$ cat src/hw/cache_pkg.sv
`default_nettype none

package cache_pkg;

  //////////////////////////////////////////////////////////////////////
  // geometry of the direct-mapped data cache
  //////////////////////////////////////////////////////////////////////
  localparam int ADDR_W      = 16;   // byte address
  localparam int WORD_W      = 16;
  localparam int TAG_W       = 8;    // addr[15:8]
  localparam int INDEX_W     = 4;    // addr[7:4]
  localparam int OFFSET_W    = 3;    // addr[3:1], word inside the line
  localparam int BLOCK_WORDS = 8;
  localparam int NUM_LINES   = 16;
  localparam int ARRAY_WORDS = BLOCK_WORDS * NUM_LINES;
  localparam int COUNT_W     = OFFSET_W + 1;   // counts 0 .. BLOCK_WORDS

  typedef logic [ADDR_W-1:0]           addr_t;
  typedef logic [WORD_W-1:0]           word_t;
  typedef logic [TAG_W-1:0]            tag_t;
  typedef logic [INDEX_W-1:0]          index_t;
  typedef logic [OFFSET_W-1:0]         offset_t;
  typedef logic [INDEX_W+OFFSET_W-1:0] slot_t;    // word slot in the data array
  typedef logic [COUNT_W-1:0]          count_t;   // issued reads in a fill

  // core-side request, held by the core while stall is high
  typedef struct packed {
    logic  valid;
    logic  wr;      // 1 = write, 0 = read
    addr_t addr;
    word_t wdata;
  } core_req_t;

  // address field helpers
  function automatic tag_t addr_tag(addr_t a);
    return a[ADDR_W-1 -: TAG_W];
  endfunction

  function automatic index_t addr_index(addr_t a);
    return a[OFFSET_W+1 +: INDEX_W];
  endfunction

  function automatic slot_t addr_slot(addr_t a);
    return a[1 +: INDEX_W+OFFSET_W];   // index and offset together
  endfunction

  // byte address of one word of a line, bit 0 always clear
  function automatic addr_t block_addr(tag_t t, index_t i, offset_t o);
    return {t, i, o, 1'b0};
  endfunction

endpackage

`default_nettype wire
$ cat src/hw/cache_data_array.sv
`timescale 1ns/1ps
`default_nettype none

module cache_data_array (
  input  wire                   clk,
  input  wire cache_pkg::addr_t raddr,   // core address
  input  wire cache_pkg::addr_t waddr,   // fill slot or write-hit address
  input  wire                   we,
  input  wire cache_pkg::word_t wdata,
  output cache_pkg::word_t      rdata
);

  // 16 lines x 8 words, flat
  cache_pkg::word_t words [cache_pkg::ARRAY_WORDS];
  cache_pkg::slot_t rslot;
  cache_pkg::slot_t wslot;

  assign rslot = cache_pkg::addr_slot(raddr);
  assign wslot = cache_pkg::addr_slot(waddr);

  // registered write, one port
  always_ff @(posedge clk) begin
    if (we)
      words[wslot] <= wdata;
  end

  // asynchronous read so a hit returns data in its own cycle
  assign rdata = words[rslot];

endmodule

`default_nettype wire

$ cat config.mk
export PLATFORM = sky130hd
export DESIGN_NAME = cache_data_array
export DESIGN_NICKNAME = d
export VERILOG_FILES = /design/src/hw/cache_pkg.sv /design/src/hw/cache_data_array.sv
export SDC_FILE = /design/constraint.sdc
export NUM_CORES = 2
export LEC_CHECK = 0
export BUFFER_PORTS_ARGS = -buffer_cell sky130_fd_sc_hd__buf_2
export CAP_MARGIN = 20
export CORE_MARGIN = 1.5
export CORE_UTILIZATION = 45
export CTS_BUF_LIST = sky130_fd_sc_hd__clkbuf_8
export DETAILED_ROUTE_END_ITERATION = 8
export HOLD_SLACK_MARGIN = 0.12
export PLACE_DENSITY = 0.57
export REMOVE_ABC_BUFFERS = 1
export SLEW_MARGIN = 20
export SYNTH_ARGS = -nofsm -noshare
export SYNTH_HDL_FRONTEND = slang
export SYNTH_SLANG_ARGS = --single-unit
$ cat constraint.sdc
create_clock -name clk -period 5.6 [get_ports clk]
set_input_delay 1.12 -clock clk [delete_from_list [all_inputs] [get_ports clk]]
set_output_delay 1.12 -clock clk [all_outputs]
set_load 0.005 [all_outputs]
==> out/summary.txt <==
crit path cell chain -> buf_8 -> buf_12 -> buf_12 -> mux4_2 -> mux4_2 -> mux4_2 -> mux2_2 -> buf_2
GRT Resource Usage Total -> 21.8%
Die W -> 420 µm
Final period util -> 93.7%
clock sinks -> 2048
Netlist cell types -> 16
Clk pwr share -> 38.5%
maximum VDD drop -> 0.000275 V
antenna-violating nets left -> 0
FF+latch area -> 61500 µm²
largest net degree at the start of global routing -> 94
Crit Path Max Fanout -> 30
Tmin final -> 5250 ps
DR DRC count -> 0
DR vias/cell -> 5.85
sequential share of power -> 56.1%
htree depth -> 5
worst hold-check path type -> input pin to flip-flop
critical setup path kind -> input pin to output pin
type of origin of the critical path -> input pin
Finished Layout Cells -> 6076
busiest layer in global routing -> met2
WL/cell -> 31.1 µm
Worst Hold Margin -> 578 ps
Max stage delay on crit path -> 630 ps
Worst Max-Slew Pin Slew -> 1170 ps
outcome -> complete, no violations
met3 Usage GRT -> 5.21%
placer congestion estimate -> 0.826
Starting DRT DRC Count -> 3911
most frequent cells in the layout -> edfxtp_1 (2048), mux4_2 (672), clkbuf_8 (344)
core area -> 172000 µm²
Seq/Total Area, Yosys -> 78.6%
worst path arrival time -> 4130 ps
GR Util met2 -> 34.5%
TNS Setup -> 0 ps
RSZ-0062 raised after global routing -> no
internal power -> 23.6 mW
Psw -> 6.61 mW
grt ovf -> 0
Final Setup Violations -> 0
first-pass iteration count of the detailed router -> 5
fin area -> 88800 µm²
Fin. Hold Viols -> 0
combinational fraction of design power -> 5.4%
half-perimeter wire length after detailed placement -> 110 mm
Fillers -> 13096
I/O pin cnt -> 66
final net count -> 3574
max reg flops -> 2048
most common cell after layout, fill and taps aside -> edfxtp_1
die span in y -> 420 µm
headroom to the max-slew limit -> 21.8%
post-cts gate resize count -> 0
f_max -> 191 MHz
Post-CTS Setup Inserts -> 0
Mapped Avg Cell Area -> 25.5 µm²
CTS max path bufs -> 4
vias -> 35564
min-delay src -> wdata[13]
first-pass GRT wire length -> 267 mm
flop and latch count out of synthesis -> 2048
Slew Limit Fails -> 0
standby leakage power -> 27.9 nW
met1 usage -> 29.9%
Reg clk slew, reported paths -> 60 ps
Port Buffers -> 47
share of layout cells above drive strength 1 -> 36.7%
Post-CTS Hold Fix Bufs -> 0
# Max-Cap Violations -> 0
crit end category -> output pin
DP Worst Slack -> 317 ps
root buffer cell -> clkbuf_8
Top reg by flops -> words
vias in the first global route -> 36990
CTS tree -> done
row count -> 152
sw frac -> 21.9%
Pwr Density -> 340 nW/µm²
DP Area -> 83000 µm²
DP Cell Count -> 5495
biggest regs -> words x2048
Die Footprint -> 176000 µm²
Worst Setup Slack, final -> 352 ps
yosys warns -> 0
initial antenna violation count -> 34
footprint of the multi-input gates -> 16100 µm²
CP Launch Point -> raddr[1]
total routed wirelength -> 189 mm
Synth Instances -> 3070
TritonCTS Buffers -> 337
Initial Utilization -> 45.4%
crit path max-delay cell type -> mux4_2
Netlist Area Pre-Place -> 78200 µm²
CP required -> 4480 ps
crit-path most repeated cell -> mux4_2
Area Growth Syn to Fin -> 13.6%
-- per-stage QoR --
step,utilization (%),power (mW)
2_1_floorplan,-,17.9
3_3_place_gp,48.2,18.9
3_5_place_dp,48.2,18.9
4_1_cts,51.6,30.5
5_1_grt,51.6,31.2
6_report,51.6,30.2
-- logic make-up (layout without fill, tap and decap cells) --
logic type             Yosys count  count (layout)  synth area share, %
and+or+nand+nor                170             170                0.891
other                            0               7                    0
DFF                           2048            2048                 78.6
buffers and inverters          164             853                0.885
muxes                          688             688                 19.6
-- worst max-delay path, delay by kind of cell --
family	cells	cell delay, ps
muxes	4	2080
buffers and inverters	4	880
-- path summary, 6_finish.rpt --
kind	endpoint	slack, ps	cells past startpoint
setup / recovery	rdata[2]	350	8
hold / removal	words[107][13]	580	1
-- power by group through the flow --
stage               sequential (mW)  combinational (mW)  clock (mW)
floorplan                      17.3               0.644           0
global placement               17.3                1.59           0
detailed placement             17.3                1.64           0
CTS                            16.9                1.64        11.9
global route                   16.9                1.70        12.5
finish                         16.9                1.62        11.6
-- final cells by class --
cell class,count,area share [%]
Timing Repair Buffer,279,2.82
Clock inverter,230,1.25
Tap cell,2310,3.25
Clock buffer,344,5.33
Antenna cell,7,0.0197
Sequential cell,2048,69.2
Multi-Input combinational cell,858,18.1
-- routing by layer --
layer	up-vias	part of all wire [%]
met1	19361	40
met4	12	2.9
met5	-	0.036
li1	14380	-
met3	299	8.2
met2	1512	49
-- cell usage after synthesis (all sizes together) --
cell type	number	share of area [%]
buf	82	0.49
clkbuf	82	0.39
edfxtp	2048	79
mux2	16	0.23
mux4	672	19
nand2	14	0.067
nand2b	2	0.016
nand3	12	0.077
nand4	3	0.024
nor2	122	0.59
nor2b	7	0.056
nor3	9	0.058
or3	1	0.0080
Power figures use the tool's default switching activity.
