===== src/hw/cache_pkg.sv =====
`default_nettype none

package cache_pkg;

  //////////////////////////////////////////////////////////////////////
  // geometry of the direct-mapped data cache
  //////////////////////////////////////////////////////////////////////
  localparam int ADDR_W      = 16;   // byte address
  localparam int WORD_W      = 16;
  localparam int TAG_W       = 8;    // addr[15:8]
  localparam int INDEX_W     = 4;    // addr[7:4]
  localparam int OFFSET_W    = 3;    // addr[3:1], word inside the line
  localparam int BLOCK_WORDS = 8;
  localparam int NUM_LINES   = 16;
  localparam int ARRAY_WORDS = BLOCK_WORDS * NUM_LINES;
  localparam int COUNT_W     = OFFSET_W + 1;   // counts 0 .. BLOCK_WORDS

  typedef logic [ADDR_W-1:0]           addr_t;
  typedef logic [WORD_W-1:0]           word_t;
  typedef logic [TAG_W-1:0]            tag_t;
  typedef logic [INDEX_W-1:0]          index_t;
  typedef logic [OFFSET_W-1:0]         offset_t;
  typedef logic [INDEX_W+OFFSET_W-1:0] slot_t;    // word slot in the data array
  typedef logic [COUNT_W-1:0]          count_t;   // issued reads in a fill

  // core-side request, held by the core while stall is high
  typedef struct packed {
    logic  valid;
    logic  wr;      // 1 = write, 0 = read
    addr_t addr;
    word_t wdata;
  } core_req_t;

  // address field helpers
  function automatic tag_t addr_tag(addr_t a);
    return a[ADDR_W-1 -: TAG_W];
  endfunction

  function automatic index_t addr_index(addr_t a);
    return a[OFFSET_W+1 +: INDEX_W];
  endfunction

  function automatic slot_t addr_slot(addr_t a);
    return a[1 +: INDEX_W+OFFSET_W];   // index and offset together
  endfunction

  // byte address of one word of a line, bit 0 always clear
  function automatic addr_t block_addr(tag_t t, index_t i, offset_t o);
    return {t, i, o, 1'b0};
  endfunction

endpackage

`default_nettype wire

===== src/hw/cache_tag_array.sv =====
`timescale 1ns/1ps
`default_nettype none

module cache_tag_array (
  input  wire                   clk,
  input  wire                   arst_n,
  input  wire cache_pkg::addr_t addr,   // core address, fill address on tag_we
  input  wire                   we,
  output logic                  hit
);

  cache_pkg::tag_t                tags [cache_pkg::NUM_LINES];
  logic [cache_pkg::NUM_LINES-1:0] valid;     // one bit per line
  cache_pkg::tag_t                addr_tag;
  cache_pkg::index_t              addr_index;

  assign addr_tag   = cache_pkg::addr_tag(addr);
  assign addr_index = cache_pkg::addr_index(addr);

  // valid bits come up clear, a cold cache misses everywhere
  always_ff @(posedge clk or negedge arst_n) begin
    if (!arst_n)
      valid <= '0;
    else if (we)
      valid[addr_index] <= 1'b1;
  end

  always_ff @(posedge clk) begin
    if (we)
      tags[addr_index] <= addr_tag;           // recorded with the last fill word
  end

  // direct mapped, one compare
  assign hit = valid[addr_index] && (tags[addr_index] == addr_tag);

  //////////////////////////////////////////////////////////////////////
  // the FSM must present a settled fill address when it writes
  //////////////////////////////////////////////////////////////////////
  a_we_addr_known: assert property (@(posedge clk) disable iff (!arst_n)
    we |-> !$isunknown(addr))
    else $error("cache_tag_array: tag write with unknown address");

endmodule

`default_nettype wire


===== config.mk =====
export PLATFORM = sky130hd
export DESIGN_NAME = cache_tag_array
export DESIGN_NICKNAME = d
export VERILOG_FILES = /design/src/hw/cache_pkg.sv /design/src/hw/cache_tag_array.sv
export SDC_FILE = /design/constraint.sdc
export NUM_CORES = 1
export LEC_CHECK = 0
export BUFFER_PORTS_ARGS = -buffer_cell sky130_fd_sc_hd__buf_2
export CAP_MARGIN = 30
export CORE_MARGIN = 10
export CORE_UTILIZATION = 54
export CTS_CLUSTER_SIZE = 24
export DETAILED_ROUTE_END_ITERATION = 10
export PLACE_DENSITY = 0.69
export SKIP_CTS_REPAIR_TIMING = 1
export SYNTH_ARGS = -nofsm -noshare
export SYNTH_HDL_FRONTEND = slang
export SYNTH_SLANG_ARGS = --single-unit
export TNS_END_PERCENT = 10

===== constraint.sdc =====
create_clock -name clk -period 2.85 [get_ports clk]
set_clock_uncertainty 0.15 [all_clocks]
set_input_delay 0.1425 -clock clk [delete_from_list [all_inputs] [get_ports clk]]
set_output_delay 0.1425 -clock clk [all_outputs]
set_load 0.1 [all_outputs]

==> results.md, run 1 <==
- Syn Nets: 311
- Flops & latches, synth: 144
- CTS Root Cell: clkbuf_8
- Die area: 15100 um^2
- RSZ-0062 raised after global routing: true
- Cells after DPL: 462
- Finished Cell Area: 6970 um^2
- Min cycle time layout: 3.20 ns
- Cell taking the most area after synthesis: edfxtp_1
- Worst Setup Start Kind: flip-flop
- Synth area leaders: edfxtp_1 67%, mux4_2 11%, dfrtp_1 7.0%
- Tot GR Track Use: 16.0%
- IO Pins: 20
- Max frequency: 312 MHz
- Status: complete, but fails checks
- Vias in the first global route: 3071
- Net Sw Frac: 18.9%
- Flop pwr share: 45.6%
- DRC viols: 0
- Syn Inst Count: 292
- CP Capture Type: output port
- Worst EP arrival: 2.91 ns
- VDD IR max: 0.000410 V
- Net switching power: 0.000997 W
- # diodes: 0
- CTS tree: yes
- Internal power: 0.00427 W
- Worst skew pair latency: 0.51 ns
- Core Footprint: 10300 um^2
- Post-Route WL: 11500 um
- HPWL after detailed placement: 7430 um
- Htree depth: 4
- Post-Syn Area: 5730 um^2
- Non-filler instance count after layout: 504
- Final hold slack: 0.0106 ns
- Seq/Total Area, Yosys: 74.1%
- Period Utilization, post-route: 112%
- Initial antenna violation count: 0
- Most frequent cells in the layout: 128 x edfxtp_1, 29 x mux4_2, 27 x buf_4
- Most common cell after layout, fill and taps aside: edfxtp_1
- Die X: 123 um
- Nets: 374
- Global route overflow: 0
- Final setup violation count: 1
- Final Hold Viols: 0
- Vias/cell: 5.74
- First-pass GRT wire length: 17500 um
- Worst Hold Depth: 3
- GP Congestion: 0.854
- Synthesis Warnings: 0
- Reg clk slew, reported paths: 0.06 ns
- Iteration count of the initial detailed-routing pass: 4
- ANT nets after route: 0
- Initial Util: 55.5%
- DR iter-0 viols: 273
- Worst r2r path cells: 1
- Final Core Density: 67.5%
- Floorplan row count: 37
- Yosys cell types: 33
- Layout cell share with drive strength beyond 1: 36.4%
- Worst Path Class, Setup: reg -> out
- Largest net degree at the start of global routing: 20
- Lkg Pwr: 2.40 nW
- Die height: 123 um
- Hold Path Class: in -> reg
- Slew Viols, Final: 0
- Crit path required time: 2.56 ns
- Vias after detailed routing: 2893
- Crit path max fanout: 1
- Max Cap Viol: 0
- Placed instance area: 6190 um^2
- Worst Tran Pin Value: 0.696 ns
- Power Dens Cells: 756 nW/um^2
- Area growth syn-to-layout: 21.6%
- Total CTS buffers: 17
- # port buffers: 15
- Deepest clock path buffer count: 2
- Avg Cell Area, Syn: 19.6 um^2
- Failing checks: negative setup slack
- Clock power frac: 48.0%
- Final WS setup: -0.353 ns
- Yosys top cell area share: 67.1%
- Max-slew headroom: 53.4%
- Routed WL per cell: 22.7 um
- Clock sinks: 144
- Logic pwr share: 6.4%
==> layout make-up <==
cell class | count | area [um^2]
clock inverters | 12 | 236
repair buffers | 54 | 433
clock buffers | 20 | 445
inverters | 3 | 11.3
fillers | 679 | 3350
multi-input cells | 135 | 1430
flip-flops and latches | 144 | 4240
well taps | 136 | 170
==> worst max-delay path: stages (launching register included) <==
cell	delay (ns)
edfxtp_1	0.37
mux4_2	0.47
mux2i_1	0.18
xor2_1	0.17
nand3_1	0.09
or4_4	0.44
a2111oi_4	0.44
buf_12	0.23
==> stage by stage <==
stage                     setup slack, ns  setup TNS, ns  total power (W)
after floorplan                    -0.261         -0.261          0.00265
after global placement          -0.000876      -0.000876          0.00276
after detailed placement           -0.118         -0.118          0.00277
after CTS                          -0.436         -0.436          0.00529
after global routing               -0.526         -0.526          0.00542
final                              -0.353         -0.353          0.00527
==> per-layer routing <==
metal / track usage [%] / up-vias / part of all wire (%)
met1: 20.5 / 1495 / 44
li1: - / 1299 / -
met2: 25.5 / 85 / 49
met4: 6.26 / 0 / 1.5
met3: 4.60 / 14 / 5.7
met5: 0 / - / 0
==> Yosys cell counts (all sizes together) <==
| cell type | number |
|---|---|
| or2 | 17 |
| inv | 3 |
| xnor2 | 6 |
| mux2i | 17 |
| a2111oi | 1 |
| a211oi | 1 |
| nor2b | 1 |
| nand2 | 4 |
| or3 | 1 |
| mux4 | 29 |
| clkbuf | 1 |
| o21ai | 2 |
| dfrtp | 16 |
| edfxtp | 128 |
| a22o | 2 |
| o21a | 1 |
| nand2b | 3 |
| and2 | 1 |
| xor2 | 4 |
| a221oi | 2 |
| mux2 | 10 |
| nand4 | 1 |
| or4 | 1 |
| nor2 | 17 |
| buf | 9 |
| o22ai | 6 |
| a21oi | 1 |
| nand3 | 5 |
| nor3 | 2 |
==> kinds of logic (layout without fill, tap and decap cells) <==
| logic type | Yosys count | in the layout | synth area share, % |
|---|---|---|---|
| DFF | 144 | 144 | 74.1 |
| muxes | 56 | 56 | 16.3 |
| and+or+nand+nor | 53 | 53 | 4.80 |
| AOI/OAI and AO/OA | 16 | 16 | 2.05 |
| buffers and inverters | 13 | 89 | 1.22 |
| xor gates and xnor gates | 10 | 10 | 1.53 |
==> sequential cells by signal (all words and copies together) (netlist names) <==
signal,count
valid,16
tags,128
==> power groups by stage <==
stage	Clock [W]	Combinational (W)	Sequential (W)
after global placement	0	0.000320	0.00244
after CTS	0.00255	0.000329	0.00240
after detailed placement	0	0.000327	0.00245
after global routing	0.00264	0.000366	0.00241
final	0.00253	0.000336	0.00240
after floorplan	0	0.000215	0.00244
==> final timing paths <==
check	startpoint	endpoint	slack (ns)
max in group asynchronous	arst_n	valid[15]	1.53
min in group asynchronous	arst_n	valid[4]	0.58
min reg2reg	valid[14]	valid[14]	0.31
min	we	tags[2][3]	0.01
max reg2reg	valid[11]	valid[11]	1.91
max	tags[9][4]	hit	-0.35
(Power assumes the default switching activity.)
==> run 2, diff against run 1 <==
--- a/config.mk
+++ b/config.mk
@@ -8,10 +8,10 @@
 export BUFFER_PORTS_ARGS = -buffer_cell sky130_fd_sc_hd__buf_2
 export CAP_MARGIN = 30
 export CORE_MARGIN = 10
-export CORE_UTILIZATION = 54
+export CORE_UTILIZATION = 61
 export CTS_CLUSTER_SIZE = 24
 export DETAILED_ROUTE_END_ITERATION = 10
-export PLACE_DENSITY = 0.69
+export PLACE_DENSITY = 0.77
 export SKIP_CTS_REPAIR_TIMING = 1
 export SYNTH_ARGS = -nofsm -noshare
 export SYNTH_HDL_FRONTEND = slang
==> run 2 against run 1 <==
Net effect: the run still ends with negative setup slack left; largest power group is now registers; non-clock buffer count grew 7; core utilization grew 7.5 points; count of clock-buffer cells in the layout shrank 3; hold slack gained 0.16 ns; total power shrank 5.7%; combinational power grew 2%; flip-flop and latch count is the same; wire length grew 1.1%; die area shrank 9.7%; via count grew 3.7%; global-route usage grew 3.1 points; first-iteration DRC count grew 12%.
==> results.md, run 2 (same netlist as run 1, synthesis figures left out) <==
- Total CTS buffers: 17
- Largest net degree at the start of global routing: 20
- Lkg Pwr: 2.38 nW
- DRC viols: 0
- Worst Hold Path EP: tags[7][7]
- Finished Cell Area: 6900 um^2
- Final Core Density: 75.0%
- Floorplan row count: 35
- IO Pins: 20
- GP Congestion: 0.805
- Vias/cell: 6.17
- Worst hold start: addr[6]
- Min cycle time layout: 3.17 ns
- Worst R2R Start: valid[4]
- Vias in the first global route: 3238
- Largest register FFs: 128
- Worst Tran Pin Value: 0.741 ns
- CTS Root Cell: clkbuf_8
- Crit path max fanout: 1
- Worst Hold Depth: 3
- Vias after detailed routing: 3001
- CTS tree: yes
- Worst r2r path cells: 1
- DR iter-0 viols: 306
- # port buffers: 15
- Die X: 117 um
- Initial Util: 62.3%
- Post-Route WL: 11600 um
- Top reg by flops: tags
- Final WS setup: -0.317 ns
- Worst Path Class, Setup: reg -> out
- Period Utilization, post-route: 111%
- Core Footprint: 9200 um^2
- Crit path required time: 2.56 ns
- Layout cell share with drive strength beyond 1: 37.6%
- Reg clk slew, reported paths: 0.07 ns
- Final setup violation count: 1
- Max Cap Viol: 0
- Die height: 117 um
- Power Dens Cells: 720 nW/um^2
- Most frequent cells in the layout: 128 x edfxtp_1, 34 x buf_4, 29 x mux4_2
- Die area: 13700 um^2
- Hold Path Class: in -> reg
- Nets: 381
- Worst Setup Start Kind: flip-flop
- Most common cell after layout, fill and taps aside: edfxtp_1
- Iteration count of the initial detailed-routing pass: 4
- Top Registers: tags (128), valid (16)
- Worst reg2reg setup slack: 1.89 ns
- Tot GR Track Use: 19.1%
- VDD IR max: 0.000654 V
- Slew Viols, Final: 0
- Worst path max stage delay: 0.46 ns
- Crit-path slowest cell: mux4_2
- CP Capture Type: output port
- Max frequency: 316 MHz
- Critical path cell sequence: mux4_2 -> mux2i_1 -> xor2_1 -> nand3_1 -> or4_4 -> a2111oi_4 -> buf_12
- Htree depth: 4
- R2r endpoint: valid[4]
- ANT nets after route: 0
- Initial antenna violation count: 0
- Worst EP arrival: 2.87 ns
- Status: complete, but fails checks
- Setup TNS: -0.317 ns
- Global route overflow: 0
- Placed instance area: 6190 um^2
- # diodes: 0
- Worst skew pair latency: 0.52 ns
- Clock sinks: 144
- Failing checks: negative setup slack
- Area growth syn-to-layout: 20.3%
- RSZ-0062 raised after global routing: true
- Final Hold Viols: 0
- First-pass GRT wire length: 18600 um
- HPWL after detailed placement: 7310 um
- Routed WL per cell: 23.8 um
- Fillers: 524
- Deepest clock path buffer count: 2
- Max-slew headroom: 50.4%
==> run 2: cell count changes in the layout (fill, tap and decap cells not counted), sizes merged <==
cell	delta
bufinv	-4
clkinv	-1
clkbuf	-3
buf	+6
inv	+4
clkinvlp	+4
dlygate4sd3	+1
==> run 2: stage by stage <==
step	instances	setup WS, ns	hold slack [ns]	total power, W
2_1_floorplan	292	-0.261	-0.303	0.00265
3_3_place_gp	443	-0.00948	-0.0879	0.00276
3_5_place_dp	443	-0.00865	-0.0738	0.00278
4_1_cts	475	-0.402	-0.633	0.00498
5_1_grt	486	-0.481	0.206	0.00512
6_report	486	-0.317	0.168	0.00497
==> run 2: area by class of cell <==
class | instances | area [um^2] | share of cell area (%)
Inverter | 3 | 11.3 | 0.163
Clock buffer | 17 | 414 | 6.01
Sequential cell | 144 | 4240 | 61.5
Clock inverter | 15 | 184 | 2.67
Multi-Input combinational cell | 135 | 1430 | 20.7
Timing Repair Buffer | 61 | 475 | 6.89
Tap cell | 111 | 139 | 2.01
==> run 2: how the worst max path moves through the flow <==
stage | start | endpoint | slack [ns] | cells after the start
floorplan | tags[11][4] | hit | -0.26 | 6
global placement | addr[5] | hit | -0.009 | 9
detailed placement | addr[5] | hit | -0.009 | 9
CTS | tags[3][4] | hit | -0.40 | 7
global route | tags[11][4] | hit | -0.48 | 7
finish | tags[11][4] | hit | -0.32 | 7
==> run 2: worst max-delay path: cells and delay by family, from the launching register on <==
kind | cells | cell delay (ns)
AOI/OAI and AO/OA | 1 | 0.42
muxes | 2 | 0.65
DFF | 1 | 0.35
buffers and inverters | 1 | 0.23
and+or+nand+nor | 2 | 0.52
xor gates and xnor gates | 1 | 0.16
==> run 2: layer usage <==
metal	track usage (%)	up-vias	wire length, um	part of all wire [%]
met5	0	-	0	0
met4	8.81	0	244	2.1
met3	5.40	21	910	7.9
met2	29.9	131	5770	50
met1	24.5	1540	4650	40
li1	-	1309	-	-
==> run 2: power by group <==
| part | total [W] | switching [W] | internal (W) |
|---|---|---|---|
| combinational | 0.000344 | 0.000173 | 0.000171 |
| sequential | 0.00241 | 0.0000294 | 0.00238 |
| clock | 0.00221 | 0.000873 | 0.00134 |
