$ cat config.mk
export PLATFORM = sky130hd
export DESIGN_NAME = cache_fill_fsm
export DESIGN_NICKNAME = d
export VERILOG_FILES = /design/src/hw/cache_pkg.sv /design/src/hw/mem_pkg.sv /design/src/hw/cache_fill_fsm.sv
export SDC_FILE = /design/constraint.sdc
export NUM_CORES = 1
export LEC_CHECK = 0
export ABC_AREA = 1
export BUFFER_PORTS_ARGS = -buffer_cell sky130_fd_sc_hd__buf_4
export CAP_MARGIN = 0
export CELL_PAD_IN_SITES_DETAIL_PLACEMENT = 1
export CELL_PAD_IN_SITES_GLOBAL_PLACEMENT = 2
export CORE_MARGIN = 2
export CORE_UTILIZATION = 14
export DETAILED_ROUTE_END_ITERATION = 10
export PLACE_DENSITY = 0.87
export SLEW_MARGIN = 15
export SYNTH_ARGS = -nofsm -noshare
export SYNTH_HDL_FRONTEND = slang
export SYNTH_SLANG_ARGS = --single-unit
$ cat constraint.sdc
create_clock -name clk -period 1.6 [get_ports clk]
set_input_delay 0.32 -clock clk [delete_from_list [all_inputs] [get_ports clk]]
set_output_delay 0.32 -clock clk [all_outputs]
set_load 0.005 [all_outputs]
$ cat src/hw/cache_pkg.sv
`default_nettype none

package cache_pkg;

  //////////////////////////////////////////////////////////////////////
  // geometry of the direct-mapped data cache
  //////////////////////////////////////////////////////////////////////
  localparam int ADDR_W      = 16;   // byte address
  localparam int WORD_W      = 16;
  localparam int TAG_W       = 8;    // addr[15:8]
  localparam int INDEX_W     = 4;    // addr[7:4]
  localparam int OFFSET_W    = 3;    // addr[3:1], word inside the line
  localparam int BLOCK_WORDS = 8;
  localparam int NUM_LINES   = 16;
  localparam int ARRAY_WORDS = BLOCK_WORDS * NUM_LINES;
  localparam int COUNT_W     = OFFSET_W + 1;   // counts 0 .. BLOCK_WORDS

  typedef logic [ADDR_W-1:0]           addr_t;
  typedef logic [WORD_W-1:0]           word_t;
  typedef logic [TAG_W-1:0]            tag_t;
  typedef logic [INDEX_W-1:0]          index_t;
  typedef logic [OFFSET_W-1:0]         offset_t;
  typedef logic [INDEX_W+OFFSET_W-1:0] slot_t;    // word slot in the data array
  typedef logic [COUNT_W-1:0]          count_t;   // issued reads in a fill

  // core-side request, held by the core while stall is high
  typedef struct packed {
    logic  valid;
    logic  wr;      // 1 = write, 0 = read
    addr_t addr;
    word_t wdata;
  } core_req_t;

  // address field helpers
  function automatic tag_t addr_tag(addr_t a);
    return a[ADDR_W-1 -: TAG_W];
  endfunction

  function automatic index_t addr_index(addr_t a);
    return a[OFFSET_W+1 +: INDEX_W];
  endfunction

  function automatic slot_t addr_slot(addr_t a);
    return a[1 +: INDEX_W+OFFSET_W];   // index and offset together
  endfunction

  // byte address of one word of a line, bit 0 always clear
  function automatic addr_t block_addr(tag_t t, index_t i, offset_t o);
    return {t, i, o, 1'b0};
  endfunction

endpackage

`default_nettype wire
$ cat src/hw/mem_pkg.sv
`default_nettype none

package mem_pkg;

  localparam int MEM_LATENCY = 4;        // rd to rvalid, in cycles
  localparam int MEM_WORDS   = 32768;    // full 16 bit byte space as words
  localparam int MEM_AW      = $clog2(MEM_WORDS);

  localparam cache_pkg::word_t INIT_XOR = 16'h5a3c;   // power-up pattern key

  typedef logic [MEM_AW-1:0] mem_idx_t;   // word index, addr[15:1]

  // memory port request driven by the fill FSM
  typedef struct packed {
    logic             rd;     // starts one pipelined read
    logic             wr;     // write-through, one cycle
    cache_pkg::addr_t addr;
    cache_pkg::word_t wdata;
  } mem_req_t;

  // initial contents of a word, byte address xor key
  function automatic cache_pkg::word_t init_word(mem_idx_t i);
    return {i, 1'b0} ^ INIT_XOR;
  endfunction

endpackage

`default_nettype wire

$ cat src/hw/cache_fill_fsm.sv
`timescale 1ns/1ps
`default_nettype none

module cache_fill_fsm (
  input  wire                  clk,
  input  wire                  arst_n,
  input  wire cache_pkg::core_req_t core_req,
  input  wire                  hit,          // tag match for core_req.addr
  input  wire                  pause,        // another agent owns the memory port
  input  wire                  mem_rvalid,
  input  wire cache_pkg::word_t mem_rdata,
  output logic                 stall,
  output mem_pkg::mem_req_t    mem_req,
  output logic                 tag_we,
  output logic                 data_we,
  output cache_pkg::addr_t     data_waddr,
  output cache_pkg::word_t     data_wdata
);

  typedef enum logic {
    IDLE,
    FILL
  } fill_state_e;

  fill_state_e         state;
  fill_state_e         state_nxt;
  cache_pkg::count_t   issue_cnt;    // reads sent so far
  cache_pkg::offset_t  ret_cnt;      // next offset to be written from memory
  cache_pkg::tag_t     req_tag;
  cache_pkg::index_t   req_index;
  logic                miss;
  logic                wr_hit;
  logic                issue;
  logic                filling;
  logic                last_ret;

  // the core holds its request during a miss, so it doubles as the fill address
  assign req_tag   = cache_pkg::addr_tag(core_req.addr);
  assign req_index = cache_pkg::addr_index(core_req.addr);

  //////////////////////////////////////////////////////////////////////
  // request decode
  //////////////////////////////////////////////////////////////////////
  assign filling  = (state == FILL);
  assign miss     = (state == IDLE) && core_req.valid && !hit;
  assign wr_hit   = (state == IDLE) && core_req.valid && core_req.wr && hit;

  // first read leaves in the miss cycle itself, the rest from FILL
  assign issue    = !pause &&
                    (miss || (filling &&
                              issue_cnt != cache_pkg::count_t'(cache_pkg::BLOCK_WORDS)));

  assign last_ret = filling && mem_rvalid &&
                    (ret_cnt == cache_pkg::offset_t'(cache_pkg::BLOCK_WORDS - 1));

  //////////////////////////////////////////////////////////////////////
  // state and counters
  //////////////////////////////////////////////////////////////////////
  always_comb begin
    state_nxt = state;
    case (state)
      IDLE: if (miss) state_nxt = FILL;
      FILL: if (last_ret) state_nxt = IDLE;   // held request hits next cycle
    endcase
  end

  always_ff @(posedge clk or negedge arst_n) begin
    if (!arst_n) begin
      state     <= IDLE;
      issue_cnt <= '0;
      ret_cnt   <= '0;
    end else begin
      state <= state_nxt;
      if (last_ret)
        issue_cnt <= '0;                      // ready for the next miss
      else if (issue)
        issue_cnt <= issue_cnt + 1'b1;        // pause holds it here
      if (filling && mem_rvalid)
        ret_cnt <= ret_cnt + 1'b1;            // wraps to 0 on the last word
    end
  end

  //////////////////////////////////////////////////////////////////////
  // memory port
  //////////////////////////////////////////////////////////////////////
  always_comb begin
    mem_req.rd    = issue;                    // one read per unpaused issue slot
    mem_req.wr    = wr_hit;                   // write-through lands at the array's edge
    mem_req.addr  = core_req.addr;
    mem_req.wdata = core_req.wdata;
    if (issue)
      mem_req.addr = cache_pkg::block_addr(req_tag, req_index,
                                           issue_cnt[cache_pkg::OFFSET_W-1:0]);
  end

  // array side
  assign stall      = filling || miss;        // combinational on the miss cycle
  assign tag_we     = last_ret;               // tag and valid with the eighth word
  assign data_we    = (filling && mem_rvalid) || wr_hit;
  assign data_waddr = filling ? cache_pkg::block_addr(req_tag, req_index, ret_cnt)
                              : core_req.addr;
  assign data_wdata = filling ? mem_rdata : core_req.wdata;

  //////////////////////////////////////////////////////////////////////
  // checks
  //////////////////////////////////////////////////////////////////////
  a_rd_wr_excl: assert property (@(posedge clk) disable iff (!arst_n)
    !(mem_req.rd && mem_req.wr))
    else $error("cache_fill_fsm: rd and wr together");

  // every return belongs to a fill that is still open
  a_rvalid_fill: assert property (@(posedge clk) disable iff (!arst_n)
    mem_rvalid |-> filling)
    else $error("cache_fill_fsm: mem_rvalid outside FILL");

  a_ret_le_issue: assert property (@(posedge clk) disable iff (!arst_n)
    mem_rvalid |-> ({1'b0, ret_cnt} < issue_cnt))
    else $error("cache_fill_fsm: return without matching read");

endmodule

`default_nettype wire

==> metrics.txt, run 1 <==
initial core utilization 14.7%; post-synth cell types 22; Final min period 1730 ps; Final Worst Setup Slack -125 ps; WP buf/inv 2; Final Hold Violating Endpoints 0; Die Span Y 91.7 µm; failing checks setup timing; CP Max Fanout 8; pwr dens 1440 mW/mm²; CP peak stage delay 390 ps; first-pass GRT wire length 6170 µm; Worst path slowest cell dfrtp_1; Crit path max-delay family flip-flops; largest net degree at the start of global routing 14; outcome finished, violations left; fmax 580 MHz; Slew Viols, Final 0; Mapped Cells 167; top cells by area, synth buf_4 29%, nand2_1 24%, dfrtp_1 19%, ha_1 4.7%, inv_1 3.5%; final non-filler cell area 0.00197 mm²; Yosys top cell by area buf_4; Finished Core Util 26.9%; most common cell after layout, fill and taps aside buf_4; layout cells sized above 1 67.4%; sequential fraction of the synthesis area 18.6%; H-tree depth 1; Hold Crit Start mem_rvalid; MaxCap Viol Count 0; Pre-Repair DR Iteration Count 2; die area 0.00840 mm²; clk buf depth 2; Worst Hold End filling; core area 0.00733 mm²; Synthesized Nets 226; total congestion overflow 0; register bit total from synthesis 8; critical path depth 9; Max Clock Skew 0.402 ps; Inserted Diodes 0; GRT Total Usage 8.99%; CTS buffer count 3; antenna violations before repair 0; routed vias/inst 3.74; part of the cycle the worst path needs 108%; Vias 1,242; unrepaired setup endpoints after global routing yes; leak pwr 1.09 nW; DRC 0; Worst-Margin Slew 218 ps; Detailed Route WL 4040 µm; cell mode on critical path nand2_2; synth warn 0; CTS tree done; Worst setup EP type output port; Syn-to-layout area delta 83.0%; # port buffers 87; WHS Path Cells 4; CTS sink cnt 8; Root Driver clkbuf_8; number of global-route vias before repair 1,302; Die Width 91.7 µm; Final #Nets 294; DR iter-0 viols 10; Worst Path Required 1280 ps; fill count 892; Avg Inst Size Synth 6.44 µm²; crit path kind register to output port; Post-DRT Antenna Nets 0; Hold Crit Class primary input to register; CTS clk-pin slew, worst paths 40 ps; most frequent cells in the layout 93 x buf_4, 44 x nand2_1, 16 x nand2_2; Routability Congestion 0.750; routed len/inst 12.2 µm; Top Ports 124; Placed Area 0.00161 mm²; Rows 31; Cell Chain, Critical Path inv_2 > ha_4 > nand3_2 > nand2_2 > nand2_2 > nand2_4 > nand2_1 > o21ai_1 > buf_4; Critical R2R Capture issue_cnt[1]; crit start category register; Max VDD drop 373 µV; R2R cell count 10; Slew Limit Headroom 85.4%; clock insertion delay at the later pin of the skew report 220 ps; RR Startpoint issue_cnt[0]; R2R Setup Slk 210 ps; Mapped Area 0.00108 mm²; Detail Placement HPWL 3180 µm; Setup Viol. Count Final 6; Yosys top cell area share 29.3%; worst path arrival time 1410 ps
==> worst register-to-register path, stage by stage, from the launching register on <==
cell     delay (ps)
dfrtp_1         370
inv_2            70
ha_4            150
nand3_2          50
nand2_2          50
nand2_2          80
nand2_4         100
buf_4           150
buf_4           130
nand3_1          70
nand2_1          60
==> report_power, final <==
part	switching, mW	internal [mW]	total, mW
sequential	0.0760	0.302	0.378
clock	0.0747	0.163	0.237
combinational	1.00	1.22	2.22
total	1.15	1.68	2.83
==> repair_timing <==
action | 4_1_cts | 5_1_grt
setup buffers | 4 | 4
gates cloned | 1 | 0
gates resized for setup | 15 | 51
hold buffers | 1 | 0
pin swaps | 6 | 12
endpoints found under the setup margin | 20 | 24
hold endpoints to repair | 8 | 0
==> logic make-up after synthesis <==
kind of cell | share of synthesized area (%)
buffers and inverters | 36.2
flip-flops | 18.6
adder cells (fa/ha/maj) | 4.65
AND/OR/NAND/NOR | 33.1
AO/OA/AOI/OAI | 3.72
XOR/XNOR | 1.63
multiplexers | 2.09
==> registers in the layout (all words and copies together) (netlist names) <==
signal	count
filling	1
ret_cnt	3
issue_cnt	4
==> layout make-up <==
type                       count  area [µm²]  share of cell area (%)
clock buffer                   3        41.3                    2.10
inverter                      12        45.0                    2.29
multi-input combinational    100         632                    32.1
sequential                     8         201                    10.2
tap                           99         124                    6.29
timing repair buffer         110         926                    47.0
==> how the worst max path moves through the flow <==
stage                       end  slack [ps]          from
global placement    mem_req[16]          70  issue_cnt[0]
CTS                 mem_req[19]        -150  issue_cnt[0]
detailed placement  mem_req[19]          20  issue_cnt[0]
global route        mem_req[16]        -240  issue_cnt[0]
finish              mem_req[19]        -130  issue_cnt[0]
floorplan           mem_req[19]          90  issue_cnt[0]
==> per-stage QoR <==
stage	setup TNS, ps	total power, mW	worst slack, ps	hold WS (ps)	instances
final	-486	2.83	-125	424	332
after global routing	-1560	3.09	-236	433	332
after CTS	-637	2.49	-147	425	328
after detailed placement	0	1.99	20.8	149	319
after global placement	0	1.94	70.9	145	319
after floorplan	0	1.17	90.2	24.4	167
==> metal layers <==
layer	vias up	track usage, %	part of all wire [%]
li1	608	-	-
met1	579	9.26	35
met2	53	18.1	57
met3	2	2.47	7.6
met4	0	1.26	0.20
met5	-	0	0
==> Yosys cell counts, drive strengths merged <==
master   n
ha       4
buf     45
a21oi    1
clkbuf   2
inv     12
nor3     1
nand3    8
xor2     2
nand2   70
mux2     2
dfrtp    8
o21ai    4
nand4    5
o31ai    1
nor2     2
Power figures use the tool's default switching activity.
==> run 2, diff against run 1 <==
Settings changed: ABC_AREA 1 to 0, CORE_UTILIZATION 14 to 16, PLACE_DENSITY 0.87 to 0.89.
==> run 2 against run 1 <==
The flow still finishes with violations (setup timing); routed wire length down 7.5%; clock skew up 6.2 ps; area after synthesis up 0.81%; critical path depth down 3; setup slack worse by 120 ps; hold slack worse by 33 ps; flip-flop and latch count unchanged; critical path type unchanged; critical endpoint is now mem_req[18].
==> metrics.txt, run 2 <==
outcome finished, violations left; failing checks setup timing; H-tree depth 1 (unchanged); Reg with most FFs issue_cnt; layout cells sized above 1 81.4% (+14 points); most frequent cells in the layout 84 x buf_4, 26 x buf_6, 21 x mux2_4; clock insertion delay at the later pin of the skew report 230 ps (about the same); initial core utilization 16.2% (+1.6 points); Routability Congestion 0.857 (+14%); Setup Viol. Count Final 26 (+20); # port buffers 87 (unchanged); Mapped Cells 116 (-31%); first-pass GRT wire length 5440 µm (-12%); most frequent cell after synthesis buf_4; Post-synth EDFFs 0 (unchanged); Final Hold Violating Endpoints 0 (unchanged); top cells by count, synth 43 x buf_4, 21 x mux2_2, 8 x dfrtp_1, 5 x inv_1, 5 x o21ai_0; synth warn 0 (unchanged); Synthesized Nets 175 (-23%); setup TNS -2130 ps (-1650 ps); unrepaired setup endpoints after global routing yes; Hold Crit Class primary input to register; number of global-route vias before repair 1,150 (-12%); Finished Core Util 30.1% (+3.2 points); Die Width 86.3 µm (-5.8%); Mapped Area 0.00108 mm² (+0.81%); most common cell after layout, fill and taps aside buf_4; Overall Power 2.72 mW (-4.1%); Rows 30 (-3.2%); leak pwr 1.06 nW (-3.3%); DRC 0 (unchanged); Worst setup EP type output port; Max Clock Skew 6.62 ps (+6.22 ps); Syn-to-layout area delta 85.2%; register bit total from synthesis 8 (unchanged); top cells by area, synth buf_4 30%, mux2_2 22%, dfrtp_1 18%, ha_1 4.6%, mux2_4 2.8%; core area 0.00668 mm² (-8.9%); Final #Nets 249 (-15%); max reg flops 4 (unchanged); Pre-Repair DR Iteration Count 4 (+2); Die Span Y 86.3 µm (-5.8%); CTS buffer count 3 (unchanged); Slew Viols, Final 0 (unchanged); crit start category register; GRT Total Usage 9.37% (+0.38 points); R2R Setup Slk 100 ps (-110 ps); routed vias/inst 3.92 (+4.8%); Detailed Route WL 3730 µm (-7.5%); fmax 541 MHz (-6.7%); Top Ports 124 (unchanged); CTS sink cnt 8 (unchanged); Final min period 1850 ps (+125 ps); pwr dens 1350 mW/mm² (-6.0%); CP Max Fanout 3 (-5); CTS clk-pin slew, worst paths 50 ps (about the same); total congestion overflow 0 (unchanged); Worst Path Required 1280 ps (about the same); MaxCap Viol Count 0 (unchanged); ys flop type dfrtp_1; Max VDD drop 338 µV (-9.4%); antenna violations before repair 0 (unchanged); largest net degree at the start of global routing 9 (-5); final non-filler cell area 0.00201 mm² (+2.0%); clk buf depth 2 (unchanged); CTS tree done; Placed Area 0.00161 mm² (+0.47%); Slew Limit Headroom 79.1% (-6.3 points); post-synth cell types 27 (+23%); Yosys top cell area share 29.8% (+0.46 points); sequential fraction of the synthesis area 18.5% (-0.15 points); part of the cycle the worst path needs 116% (+7.8 points); Root Driver clkbuf_8; worst path arrival time 1530 ps (+120 ps); crit path kind register to output port; Final Worst Setup Slack -250 ps (-125 ps); Inserted Diodes 0 (unchanged); Avg Inst Size Synth 9.35 µm² (+45%); Detail Placement HPWL 2920 µm (-8.2%); Worst-Margin Slew 313 ps (+95.1 ps); Post-DRT Antenna Nets 0 (unchanged); Async SR Flop Fraction 100% (unchanged); dpl ws -164 ps (-184 ps); Vias 1,051 (-15%); Yosys top cell by area buf_4; DR iter-0 viols 10 (unchanged); die area 0.00745 mm² (-11%); routed len/inst 13.9 µm (+15%)
## run 2: cell count changes in the layout (fill, tap and decap cells not counted), moves of 4 or more
cell and delta:
buf_4 -9, buf_6 +14, inv_2 -4, mux2_4 +21, nand2_1 -42, nand2_2 -16
nand2_4 -10, nand4_1 -4, o21ai_0 +4
## run 2: final cells by class
class / count / area, µm²
fill: 756 / 4670
timing repair buffer: 115 / 1020
multi-input combinational: 57 / 633
sequential: 8 / 200
tap: 80 / 100
clock buffer: 3 / 41.3
inverter: 5 / 18.8
## run 2: timing repair
action / in CTS / in global routing
gates cloned: 2 / 0
gates resized for setup: 53 / 11
setup endpoints to repair: 26 / 28
hold buffers: 1 / 0
endpoints found under the hold margin: 8 / 0
buffers inserted: 7 / 4
pin swaps: 5 / 2
## run 2: final timing paths
| kind | from | endpoint | cells after the start |
|---|---|---|---|
| worst max register to register | filling | ret_cnt[1] | 6 |
| worst min register to register | ret_cnt[2] | ret_cnt[2] | 1 |
| max in group asynchronous | arst_n | issue_cnt[2] | 2 |
| worst min-delay path | pause | issue_cnt[3] | 4 |
| worst max-delay path | issue_cnt[1] | mem_req[18] | 6 |
| min in group asynchronous | arst_n | ret_cnt[0] | 2 |
## run 2: cell families (layout without fill, tap and decap cells)
kind of cell | Yosys count | count (layout) | share of synthesized area, %
buffers and inverters | 51 | 123 | 32.8
muxes | 23 | 23 | 24.6
AOI/OAI and AO/OA | 16 | 16 | 9.92
and+or+nand+nor | 13 | 13 | 8.88
DFF | 8 | 8 | 18.5
adders and majority gates | 4 | 4 | 4.61
xor gates and xnor gates | 1 | 1 | 0.808
## run 2: worst max-delay path: stages, from the launching register on
cell      delay, ps
dfrtp_1         390
inv_2            80
ha_4            130
o2111a_2        250
nor2_8           50
mux2_4          290
buf_6           110
## run 2: per-stage QoR
stage / hold WS [ps] / instances
final: 391 / 268
after global routing: 415 / 268
after CTS: 391 / 265
after detailed placement: 147 / 252
after global placement: 144 / 252
after floorplan: 24.4 / 116
## run 2: report_power, final
| group | switching (mW) | internal, mW |
|---|---|---|
| clock network | 0.0833 | 0.163 |
| registers | 0.0624 | 0.304 |
| logic | 0.761 | 1.34 |
| total | 0.907 | 1.81 |
## run 2: layer usage
| metal | global-route usage [%] | share of wire [%] | wire length (µm) | up-vias |
|---|---|---|---|---|
| li1 | - | - | - | 501 |
| met1 | 9.24 | 35 | 1310 | 493 |
| met2 | 17.9 | 54 | 2010 | 55 |
| met3 | 3.14 | 10 | 387 | 2 |
| met4 | 3.55 | 0.64 | 24 | 0 |
| met5 | 0 | 0 | 0 | - |
==> run 3, diff against run 2 <==
Settings changed: SKIP_CTS_REPAIR_TIMING set to 1.
==> run 3 against run 2 <==
The flow still finishes with violations (setup timing); critical path depth is the same; highest routed layer unchanged; final cell count shrank 2.6%; via count shrank 1.5%; critical path type unchanged; sequential share of layout area grew 0.93 points.
==> metrics.txt, run 3 (synthesized netlist as in run 2, its figures left out) <==
Detailed Route WL 3580 µm (-4.0%); Finished Core Util 27.7% (-2.4 points); most frequent cells in the layout 93 x buf_4, 14 x mux2_2, 12 x buf_6; max reg flops 4 (unchanged); Worst setup endpoint mem_req[18]; die area 0.00745 mm² (unchanged); Top Ports 124 (unchanged); largest net degree at the start of global routing 14 (+5); Hold Crit Class primary input to register; crit start category register; crit path kind register to output port; unrepaired setup endpoints after global routing yes; R2R Setup Slk 150 ps (+50 ps); Pre-Repair DR Iteration Count 2 (-2); Die Width 86.3 µm (unchanged); Cell Chain, Critical Path inv_2 > ha_4 > o2111a_2 > nor2_8 > mux2_4 > buf_6; H-tree depth 1 (unchanged); first-pass GRT wire length 4770 µm (-12%); number of global-route vias before repair 1,065 (-7.4%); Critical R2R Capture issue_cnt[1]; Worst-Margin Slew 338 ps (+25.3 ps); Final #Nets 242 (-2.8%); Final min period 1860 ps (+7.10 ps); Max VDD drop 317 µV (-6.3%); Setup Viol. Count Final 18 (-31%); Worst setup EP type output port; failing checks setup timing; core area 0.00668 mm² (unchanged); DR iter-0 viols 12 (+2); part of the cycle the worst path needs 116% (+0.44 points); fmax 539 MHz (-0.38%); CP Max Fanout 3 (unchanged); Crit path max-delay family flip-flops; setup TNS -1470 ps (+668 ps); fill count 779 (+3.0%); CTS tree done; R2R cell count 5 (-1); Die Span Y 86.3 µm (unchanged); routed vias/inst 3.97 (+1.1%); Detail Placement HPWL 2920 µm (unchanged); MaxCap Viol Count 0 (unchanged); leak pwr 0.934 nW (-12%); Routability Congestion 0.857 (unchanged); critical path depth 6 (unchanged); initial core utilization 16.2% (unchanged); # port buffers 87 (unchanged); Worst path slowest cell dfrtp_1; CTS clk-pin slew, worst paths 40 ps (about the same); routed len/inst 13.7 µm (-1.4%); Slew Limit Headroom 77.4% (-1.7 points); WHS Path Cells 4 (unchanged); CTS sink cnt 8 (unchanged); Seq. cell area 201 µm² (+0.62%); worst path arrival time 1540 ps (about the same); RR Startpoint filling; Final Hold Violating Endpoints 0 (unchanged); Root Driver clkbuf_8; Worst Path Required 1280 ps (about the same); Reg with most FFs issue_cnt; layout cells sized above 1 81.2% (-0.17 points); CTS buffer count 3 (unchanged); Multi-input gate area 604 µm² (-4.5%); most common cell after layout, fill and taps aside buf_4; clock insertion delay at the later pin of the skew report 230 ps (about the same); DRC 0 (unchanged); WP buf/inv 2 (unchanged); Max Clock Skew 5.20 ps (-1.42 ps); pwr dens 1330 mW/mm² (-1.5%); Syn-to-layout area delta 70.5%; antenna violations before repair 0 (unchanged); Slew Viols, Final 0 (unchanged); Rows 30 (unchanged); total congestion overflow 0 (unchanged); GRT Total Usage 8.13% (-1.2 points); CP peak stage delay 380 ps (about the same); CP startpoint issue_cnt[1]; Final Worst Setup Slack -257 ps (-7.10 ps); Vias 1,035 (-1.5%); clk buf depth 2 (unchanged); Post-DRT Antenna Nets 0 (unchanged); outcome finished, violations left; Inserted Diodes 0 (unchanged)
## run 3: cell types whose count changed in the layout (fill, tap and decap cells not counted), moves of 2 or more
| cell | delta |
|---|---|
| buf_12 | -2 |
| ha_2 | -2 |
| mux2_4 | -12 |
| mux2_2 | +12 |
| buf_6 | -14 |
| ha_4 | +2 |
| buf_4 | +9 |
## run 3: final cells by class
| class | count | share of cell area [%] |
|---|---|---|
| multi-input combinational | 57 | 32.7 |
| timing repair buffer | 108 | 47.8 |
| inverter | 5 | 1.01 |
| sequential | 8 | 10.9 |
| tap | 80 | 5.41 |
| clock buffer | 3 | 2.23 |
## run 3: how the worst min path moves through the flow
stage	start	endpoint	slack, ps
6_report	pause	issue_cnt[3]	400
5_1_grt	pause	issue_cnt[3]	420
4_1_cts	arst_n	ret_cnt[0]	-100
3_5_place_dp	arst_n	issue_cnt[0]	150
3_3_place_gp	arst_n	issue_cnt[0]	140
2_1_floorplan	arst_n	filling	20
## run 3: where the power goes
part / switching [mW] / total [mW] / internal (mW)
registers: 0.0933 / 0.399 / 0.306
logic: 0.686 / 1.82 / 1.13
clock network: 0.0826 / 0.246 / 0.163
total: 0.862 / 2.46 / 1.60
## run 3: per-layer routing
metal	GRT usage [%]	vias to the layer above	part of all wire, %
li1	-	488	-
met1	7.51	488	35
met2	15.6	57	53
met3	3.24	2	11
met4	3.41	0	0.67
met5	0	-	0
## run 3: worst reg2reg max path, cell delays in order, from the launching register on
cell       delay [ps]
dfrtp_2           440
buf_6             140
clkbuf_16         140
o2111ai_1         330
nand3_1           150
a21oi_1           170
## run 3: through the flow
| stage | instance area, µm² | hold WS [ps] | power [mW] | std cells | setup WS [ps] |
|---|---|---|---|---|---|
| after floorplan | 1080 | 24.4 | 1.17 | 116 | 0.779 |
| after global placement | 1610 | 144 | 1.80 | 252 | -161 |
| after detailed placement | 1610 | 147 | 1.85 | 252 | -164 |
| after CTS | 1660 | -101 | 2.11 | 255 | -349 |
| after global routing | 1850 | 418 | 2.67 | 261 | -304 |
| final | 1850 | 395 | 2.46 | 261 | -257 |
